<file path="config.mk">
export PLATFORM = sky130hd
export DESIGN_NAME = kbd_lcd_top
export DESIGN_NICKNAME = d
export VERILOG_FILES = /design/src/logic/kbd_lcd_pkg.sv /design/src/logic/ps2_line_filter.sv /design/src/logic/ps2_frame_rx.sv /design/src/logic/key_decoder.sv /design/src/logic/cursor_counter.sv /design/src/logic/lcd_write_fsm.sv /design/src/logic/kbd_lcd_top.sv
export SDC_FILE = /design/constraint.sdc
export NUM_CORES = 1
export LEC_CHECK = 0
export BUFFER_PORTS_ARGS = -buffer_cell sky130_fd_sc_hd__buf_2
export CORE_MARGIN = 5
export CORE_UTILIZATION = 38
export CTS_CLUSTER_SIZE = 24
export DETAILED_ROUTE_END_ITERATION = 8
export PLACE_DENSITY = 0.53
export SLEW_MARGIN = 0
export SYNTH_ARGS = -nofsm -noshare
export SYNTH_HDL_FRONTEND = slang
export SYNTH_SLANG_ARGS = --single-unit
</file>
<file path="constraint.sdc">
create_clock -name clk -period 3.2 [get_ports clk]
set_clock_uncertainty 0.1 [all_clocks]
set_input_delay 0.64 -clock clk [delete_from_list [all_inputs] [get_ports clk]]
set_output_delay 0.64 -clock clk [all_outputs]
set_load 0.1 [all_outputs]
</file>
<file path="src/logic/kbd_lcd_pkg.sv">
package kbd_lcd_pkg;

  typedef logic [7:0] scan_code_t;

  typedef struct packed {
    logic       valid;  // one-cycle strobe
    logic [7:0] ascii;
  } key_event_t;

  // set-DDRAM-address instruction layout
  typedef struct packed {
    logic       set_addr;
    logic       line;
    logic [1:0] pad;
    logic [3:0] col;
  } lcd_addr_t;

  typedef union packed {
    logic [7:0] chr;
    lcd_addr_t  addr;
  } lcd_word_u;

  typedef struct packed {
    logic      cmd;  // 1 = instruction, 0 = data
    lcd_word_u word;
  } lcd_bus_t;

  localparam scan_code_t SC_BREAK  = 8'hf0;
  localparam scan_code_t SC_LSHIFT = 8'h12;
  localparam scan_code_t SC_RSHIFT = 8'h59;
  localparam scan_code_t SC_CAPS   = 8'h58;
  localparam scan_code_t SC_SPACE  = 8'h29;

  localparam logic [7:0] ASCII_LOWER_A = 8'h61;
  localparam logic [7:0] ASCII_UPPER_A = 8'h41;
  localparam logic [7:0] ASCII_ZERO    = 8'h30;
  localparam logic [7:0] ASCII_SPACE   = 8'h20;

endpackage

</file>
<file path="src/logic/ps2_line_filter.sv">
module ps2_line_filter #(
  parameter int FILTER_DEPTH = 8
) (
  input  logic clk,
  input  logic rst,
  input  logic line,
  output logic level
);

  logic [FILTER_DEPTH-1:0] hist;

  always_ff @(posedge clk or posedge rst) begin
    if (rst) begin
      hist  <= '1;  // line idles high
      level <= 1'b1;
    end else begin
      hist <= {hist[FILTER_DEPTH-2:0], line};
      if (&hist) begin
        level <= 1'b1;
      end else if (~|hist) begin
        level <= 1'b0;
      end
    end
  end

endmodule

</file>
<file path="src/logic/ps2_frame_rx.sv">
module ps2_frame_rx import kbd_lcd_pkg::*; (
  input  logic       clk,
  input  logic       rst,
  input  logic       ps2_clk,
  input  logic       ps2_data,
  output logic       byte_valid,
  output scan_code_t scan
);

  logic        clk_q;
  logic        fall;
  logic [10:0] frame;
  logic [3:0]  bit_cnt;

  assign fall = clk_q & ~ps2_clk;

  always_ff @(posedge clk or posedge rst) begin
    if (rst) begin
      clk_q      <= 1'b1;
      bit_cnt    <= '0;
      byte_valid <= 1'b0;
    end else begin
      clk_q      <= ps2_clk;
      byte_valid <= 1'b0;
      if (fall) begin
        if (bit_cnt == 4'd10) begin  // stop bit
          bit_cnt    <= '0;
          byte_valid <= 1'b1;
        end else begin
          bit_cnt <= bit_cnt + 4'd1;
        end
      end
    end
  end

  // start bit ends up in bit 0, stop bit in bit 10
  always_ff @(posedge clk) begin
    if (fall) begin
      frame <= {ps2_data, frame[10:1]};
    end
  end

  assign scan = frame[8:1];  // parity and stop ignored

endmodule

</file>
<file path="src/logic/key_decoder.sv">
module key_decoder import kbd_lcd_pkg::*; (
  input  logic       clk,
  input  logic       rst,
  input  logic       byte_valid,
  input  scan_code_t scan,
  output key_event_t key
);

  // scan codes of a to z in alphabet order
  localparam scan_code_t LETTER_SCAN [26] = '{
    8'h1c, 8'h32, 8'h21, 8'h23, 8'h24, 8'h2b, 8'h34, 8'h33, 8'h43,
    8'h3b, 8'h42, 8'h4b, 8'h3a, 8'h31, 8'h44, 8'h4d, 8'h15, 8'h2d,
    8'h1b, 8'h2c, 8'h3c, 8'h2a, 8'h1d, 8'h22, 8'h35, 8'h1a
  };

  logic       break_pending;
  logic       shift_held;
  logic       caps_on;
  logic       letter_hit;
  logic [4:0] letter_idx;
  logic       digit_hit;
  logic [3:0] digit_val;
  logic [7:0] letter_base;

  always_comb begin
    letter_hit = 1'b0;
    letter_idx = '0;
    for (int i = 0; i < 26; i++) begin
      if (scan == LETTER_SCAN[i]) begin
        letter_hit = 1'b1;
        letter_idx = 5'(i);
      end
    end
  end

  // top row first, then keypad
  always_comb begin
    digit_hit = 1'b1;
    digit_val = '0;
    case (scan)
      8'h45, 8'h70: digit_val = 4'd0;
      8'h16, 8'h69: digit_val = 4'd1;
      8'h1e, 8'h72: digit_val = 4'd2;
      8'h26, 8'h7a: digit_val = 4'd3;
      8'h25, 8'h6b: digit_val = 4'd4;
      8'h2e, 8'h73: digit_val = 4'd5;
      8'h36, 8'h74: digit_val = 4'd6;
      8'h3d, 8'h6c: digit_val = 4'd7;
      8'h3e, 8'h75: digit_val = 4'd8;
      8'h46, 8'h7d: digit_val = 4'd9;
      default:      digit_hit = 1'b0;
    endcase
  end

  assign letter_base = (caps_on == shift_held) ? ASCII_LOWER_A : ASCII_UPPER_A;

  always_ff @(posedge clk or posedge rst) begin
    if (rst) begin
      break_pending <= 1'b0;
      shift_held    <= 1'b0;
      caps_on       <= 1'b0;
      key           <= '0;
    end else begin
      key.valid <= 1'b0;
      if (byte_valid) begin
        if (scan == SC_BREAK) begin
          break_pending <= 1'b1;
        end else begin
          break_pending <= 1'b0;
          if (scan == SC_LSHIFT || scan == SC_RSHIFT) begin
            shift_held <= ~break_pending;  // make sets, break clears
          end else if (break_pending) begin
            if (scan == SC_CAPS) begin
              caps_on <= ~caps_on;
            end else if (letter_hit) begin
              key <= '{valid: 1'b1, ascii: letter_base + {3'b000, letter_idx}};
            end else if (digit_hit) begin
              key <= '{valid: 1'b1, ascii: ASCII_ZERO + {4'b0000, digit_val}};
            end else if (scan == SC_SPACE) begin
              key <= '{valid: 1'b1, ascii: ASCII_SPACE};
            end
          end
        end
      end
    end
  end

endmodule

</file>
<file path="src/logic/cursor_counter.sv">
module cursor_counter #(
  parameter int LCD_COLS = 16
) (
  input  logic                          clk,
  input  logic                          rst,
  input  logic                          advance,
  output logic [$clog2(2*LCD_COLS)-1:0] pos
);

  localparam int POS_W = $clog2(2 * LCD_COLS);

  // two lines of LCD_COLS each
  always_ff @(posedge clk or posedge rst) begin
    if (rst) begin
      pos <= '0;
    end else if (advance) begin
      if (pos == POS_W'(2 * LCD_COLS - 1)) begin
        pos <= '0;  // wrap to top left
      end else begin
        pos <= pos + 1'b1;
      end
    end
  end

endmodule

</file>
<file path="src/logic/lcd_write_fsm.sv">
module lcd_write_fsm import kbd_lcd_pkg::*; #(
  parameter int LCD_COLS = 16
) (
  input  logic                          clk,
  input  logic                          rst,
  input  key_event_t                    key,
  input  logic                          busy,
  input  logic [$clog2(2*LCD_COLS)-1:0] pos,
  output lcd_bus_t                      lcd,
  output logic                          en,
  output logic                          advance
);

  localparam int POS_W = $clog2(2 * LCD_COLS);

  typedef enum logic [2:0] {
    idle,
    addr_wait,
    addr_strobe,
    char_wait,
    char_strobe
  } state_t;

  state_t     state;
  logic [7:0] chr_q;
  logic       line_start;

  assign line_start = (pos == '0) || (pos == POS_W'(LCD_COLS));

  always_ff @(posedge clk or posedge rst) begin
    if (rst) begin
      state <= idle;
    end else begin
      case (state)
        idle:        if (key.valid) state <= line_start ? addr_wait : char_wait;
        addr_wait:   if (!busy) state <= addr_strobe;
        addr_strobe: state <= char_wait;
        char_wait:   if (!busy) state <= char_strobe;
        char_strobe: state <= idle;
        default:     state <= idle;
      endcase
    end
  end

  // word held steady until its strobe
  always_ff @(posedge clk) begin
    if (state == idle && key.valid) begin
      chr_q <= key.ascii;
      if (line_start) begin
        lcd.cmd                <= 1'b1;
        lcd.word.addr.set_addr <= 1'b1;
        lcd.word.addr.line     <= (pos >= POS_W'(LCD_COLS));
        lcd.word.addr.pad      <= 2'b00;
        lcd.word.addr.col      <= 4'd0;
      end else begin
        lcd.cmd      <= 1'b0;
        lcd.word.chr <= key.ascii;
      end
    end else if (state == addr_strobe) begin
      lcd.cmd      <= 1'b0;
      lcd.word.chr <= chr_q;
    end
  end

  assign en      = (state == addr_strobe) || (state == char_strobe);
  assign advance = (state == char_strobe);

endmodule

</file>
<file path="src/logic/kbd_lcd_top.sv">
module kbd_lcd_top import kbd_lcd_pkg::*; #(
  parameter int FILTER_DEPTH = 8,
  parameter int LCD_COLS     = 16
) (
  input  logic       clk,
  input  logic       rst,
  input  logic       busy,
  input  logic       ps2_clk,
  input  logic       ps2_data,
  output logic       en,
  output logic       cmd,
  output logic [7:0] data
);

  logic                          ps2_clk_f;
  logic                          ps2_data_f;
  logic                          byte_valid;
  scan_code_t                    scan;
  key_event_t                    key;
  lcd_bus_t                      lcd;
  logic                          advance;
  logic [$clog2(2*LCD_COLS)-1:0] pos;

  ps2_line_filter #(.FILTER_DEPTH(FILTER_DEPTH)) ps2_clk_filter_inst (
    .clk, .rst, .line(ps2_clk), .level(ps2_clk_f)
  );

  ps2_line_filter #(.FILTER_DEPTH(FILTER_DEPTH)) ps2_data_filter_inst (
    .clk, .rst, .line(ps2_data), .level(ps2_data_f)
  );

  ps2_frame_rx ps2_frame_rx_inst (
    .clk, .rst, .ps2_clk(ps2_clk_f), .ps2_data(ps2_data_f), .byte_valid, .scan
  );

  key_decoder key_decoder_inst (.clk, .rst, .byte_valid, .scan, .key);

  lcd_write_fsm #(.LCD_COLS(LCD_COLS)) lcd_write_fsm_inst (
    .clk, .rst, .key, .busy, .pos, .lcd, .en, .advance
  );

  cursor_counter #(.LCD_COLS(LCD_COLS)) cursor_counter_inst (.clk, .rst, .advance, .pos);

  assign cmd  = lcd.cmd;
  assign data = lcd.word.chr;

endmodule

</file>
==> impl_summary.log <==
INFO  metric report.final.setup_viol = 0
INFO  metric vias = 2722
INFO  metric detailedPlacementHpwl = 5540 um
INFO  metric most_frequent_cells_in_the_layout = 27 x sky130_fd_sc_hd__edfxtp_1, 25 x sky130_fd_sc_hd__dfrtp_1, 22 x sky130_fd_sc_hd__nor2_1
INFO  metric cts_max_level = 3
INFO  metric first_global_vias = 2620
INFO  metric post_route_cells_drive_above_1_share = 0.239
INFO  metric worstRegToRegCells = 8
INFO  metric grt.overflow.total = 0
INFO  metric yosys.cell_types.count = 73
INFO  metric period_share = 0.912
INFO  metric power-per-cell-area = 458 nW/um^2
INFO  metric grt_setup_unrepaired = false
INFO  metric final_util = 0.451
INFO  metric setup_total_negative_slack = 0 ns
INFO  metric cts-root-to-sink-buffers = 2
INFO  metric ys.warnings.count = 0
INFO  metric synth_edf_count = 27
INFO  metric top_level_ports = 15
INFO  metric tritoncts_num_sinks = 71
INFO  metric antenna_found_initial = 0
INFO  metric clk_pin_slew = 0.07 ns
INFO  metric worst_ep_arrival_time = 3.04 ns
INFO  metric die_width = 108 um
INFO  metric power.leakage = 1.53 nW
INFO  metric num-nets-final = 364
INFO  metric synth-xor-area-share = 0.0240
INFO  metric synth-adder-area-share = 0.0137
INFO  metric syn-num-nets = 337
INFO  metric critical_path_peak_fanout = 19
INFO  metric run_status = finished clean
INFO  metric synth-async-reset-ratio = 0.620
INFO  metric mostFrequentLayoutCell = sky130_fd_sc_hd__edfxtp_1
INFO  metric synth-compound-area-share = 0.160
INFO  metric synth_top_family_by_area = simple AND/OR/NAND/NOR gates
INFO  metric cap_viol_max_count = 0
INFO  metric placed_cells_incl_taps = 473
INFO  metric cts_made_buffers = 9
INFO  metric floorplan.core_area = 9280 um^2
INFO  metric cts.hold.buffers_added = 0
INFO  metric via_count_normalized_by_instance_count = 5.57
INFO  metric rr_startpoint = ps2_frame_rx_inst.frame[7]
INFO  metric die_outline_area = 11700 um^2
INFO  metric synth.area.mux_share = 0.0267
INFO  metric routed_wl_per_cell = 15.8 um
INFO  metric ys.flop_type = sky130_fd_sc_hd__edfxtp_1
INFO  metric timing.setup.critical_path_class = flip-flop to flip-flop
INFO  metric grt_use_total = 0.139
INFO  metric whs_path_depth = 0
INFO  metric fin_crit = 2.92 ns
INFO  metric gp_congestion = 0.964
INFO  metric insertedDiodeCount = 0
INFO  metric post_synth.cell_area_avg = 11.1 um^2
INFO  metric cts_repair_resize_count = 0
INFO  metric largest_net_degree_at_the_start_of_global_routing = 28
INFO  metric final_cell_count_no_fill = 489
INFO  metric post_synthesis_share_of_cell_area_spent_on_and_or_nand_and_nor_gates = 0.209
INFO  metric cp-start-kind = flip-flop
INFO  metric ys_ff_latch = 71
INFO  metric floorplan.rows = 35
INFO  metric timing.hold.worst.class = flip-flop to flip-flop
INFO  metric timing_worst_slew_pin_value = 0.949 ns
INFO  metric cts_tree = built
INFO  metric clockRootBuffer = sky130_fd_sc_hd__clkbuf_8
INFO  metric required = 3.32 ns
INFO  metric port_buffers = 14
INFO  metric initial_core_util = 0.393
INFO  metric floorplan.die.height = 108 um
INFO  metric ys_seq_area_frac = 0.530
INFO  metric fmax = 343 MHz
INFO  metric final_hold_viols = 0
INFO  metric total_iterations_of_the_first_detailed_routing_run = 5
INFO  metric grt_pass1_wl = 12900 um
INFO  metric ir_worst_vdd = 0.299 mV
INFO  metric drc = 0
INFO  metric reg2reg_slack = 0.28 ns
INFO  metric area_growth_syn_to_layout = 14.7%
INFO  metric clock_insertion_delay_at_the_later_pin_of_the_skew_report = 0.34 ns
INFO  metric maxSlewViolCount = 0
INFO  metric worstHoldStart = ps2_data_filter_inst.hist[5]
INFO  metric drtAntennaViolNets = 0
INFO  metric setup.worst_path.end_class = flip-flop
INFO  metric synth_instances = 328
INFO  metric drt_iter0_drc = 266
INFO  metric cts_post_setup_buffers_inserted = 0
INFO  metric drt-total-wl = 7720 um
INFO  metric worstReg2RegEnd = key_decoder_inst.key[2]
INFO  metric netlist_area = 3650 um^2
INFO  metric max-slew-margin-rel = 0.363
INFO  metric min_delay_worst_endpoint = ps2_data_filter_inst.hist[6]
## sequential cells by signal, summed over array words and instances (netlist names)
signal	count
ps2_frame_rx_inst.frame	10
ps2_clk_filter_inst.level	1
key_decoder_inst.key	9
ps2_data_filter_inst.hist	8
ps2_frame_rx_inst.bit_cnt	4
lcd_write_fsm_inst.lcd	9
lcd_write_fsm_inst.state	3
key_decoder_inst.shift_held	1
key_decoder_inst.break_pending	1
ps2_frame_rx_inst.byte_valid	1
ps2_frame_rx_inst.clk_q	1
key_decoder_inst.caps_on	1
cursor_counter_inst.pos	5
ps2_data_filter_inst.level	1
lcd_write_fsm_inst.chr_q	8
ps2_clk_filter_inst.hist	8
## stage by stage
stage,instance area [um^2],worst slack [ns],hold WS (ns),power [mW]
floorplan,3650,0.551,0.252,1.07
global placement,3950,0.409,0.257,1.09
detailed placement,3950,0.362,0.257,1.10
CTS,4190,0.340,0.268,1.95
global route,4190,0.133,0.272,2.01
finish,4190,0.282,0.267,1.92
## logic make-up (layout without fill, tap and decap cells)
| group | after synthesis | count (layout) |
|---|---|---|
| XOR/XNOR | 10 | 10 |
| buffers and inverters | 32 | 64 |
| AO/OA/AOI/OAI | 74 | 74 |
| AND/OR/NAND/NOR | 128 | 128 |
| adder cells (fa/ha/maj) | 4 | 4 |
| multiplexers | 9 | 9 |
| flip-flops | 71 | 71 |
## per-layer routing
metal | share of wire | track usage
met1 | 0.46 | 0.183
met2 | 0.45 | 0.211
met3 | 0.053 | 0.0346
met4 | 0.037 | 0.0703
met5 | 0 | 0
## synthesized netlist by cell type (4+ instances only)
library cell               number  area (um^2)
sky130_fd_sc_hd__a22o_1         8         70.1
sky130_fd_sc_hd__nand2_1       19         71.3
sky130_fd_sc_hd__o21ai_0       16         80.1
sky130_fd_sc_hd__a31oi_1        6         37.5
sky130_fd_sc_hd__nor2b_1        7         43.8
sky130_fd_sc_hd__a211oi_1       4         30.0
sky130_fd_sc_hd__buf_2         13         65.1
sky130_fd_sc_hd__nor3b_1        6         45.0
sky130_fd_sc_hd__dfstp_2       19          499
sky130_fd_sc_hd__nand4_1       10         62.6
sky130_fd_sc_hd__dfrtp_1       25          626
sky130_fd_sc_hd__nand2b_1       6         37.5
sky130_fd_sc_hd__inv_1         13         48.8
sky130_fd_sc_hd__edfxtp_1      27          811
sky130_fd_sc_hd__nand3_1        9         45.0
sky130_fd_sc_hd__xnor2_1        8         70.1
sky130_fd_sc_hd__clkbuf_1       5         18.8
sky130_fd_sc_hd__ha_1           4         50.1
sky130_fd_sc_hd__nor3_1        14         70.1
sky130_fd_sc_hd__nor2_1        22         82.6
## report_power, final
group          leakage [nW]  total (mW)  switching (mW)  internal [mW]
clock                 0.118       0.840           0.328          0.512
sequential            0.735        1.01          0.0347          0.979
combinational         0.672      0.0633          0.0342         0.0292
total                  1.53        1.92           0.397           1.52
## critical path: stages, from the launching register on
cell and delay [ns]:
sky130_fd_sc_hd__edfxtp_1 0.61, sky130_fd_sc_hd__or4b_1 0.79, sky130_fd_sc_hd__nor4_1 0.28, sky130_fd_sc_hd__o21ai_1 0.16, sky130_fd_sc_hd__nand4_1 0.13, sky130_fd_sc_hd__ha_1 0.20
sky130_fd_sc_hd__xnor2_1 0.12, sky130_fd_sc_hd__o211ai_1 0.10, sky130_fd_sc_hd__mux2_1 0.31
## final cells by class
class,instances,area (um^2)
fill,876,5090
sequential,71,1940
inverter,13,48.8
timing repair buffer,35,228
clock buffer,9,124
tap,129,161
clock inverter,7,111
multi-input combinational,225,1580
## worst max-delay path by stage
stage / from / to / slack (ns) / depth (start not counted)
floorplan: ps2_frame_rx_inst.frame[8] / key_decoder_inst.key[2] / 0.55 / 9
global placement: ps2_frame_rx_inst.frame[7] / key_decoder_inst.key[2] / 0.41 / 8
detailed placement: ps2_frame_rx_inst.frame[7] / key_decoder_inst.key[2] / 0.36 / 8
CTS: ps2_frame_rx_inst.frame[7] / key_decoder_inst.key[2] / 0.34 / 8
global route: ps2_frame_rx_inst.frame[7] / key_decoder_inst.key[2] / 0.13 / 8
finish: ps2_frame_rx_inst.frame[7] / key_decoder_inst.key[2] / 0.28 / 8
Note: power is estimated with default switching activity, not from simulation.
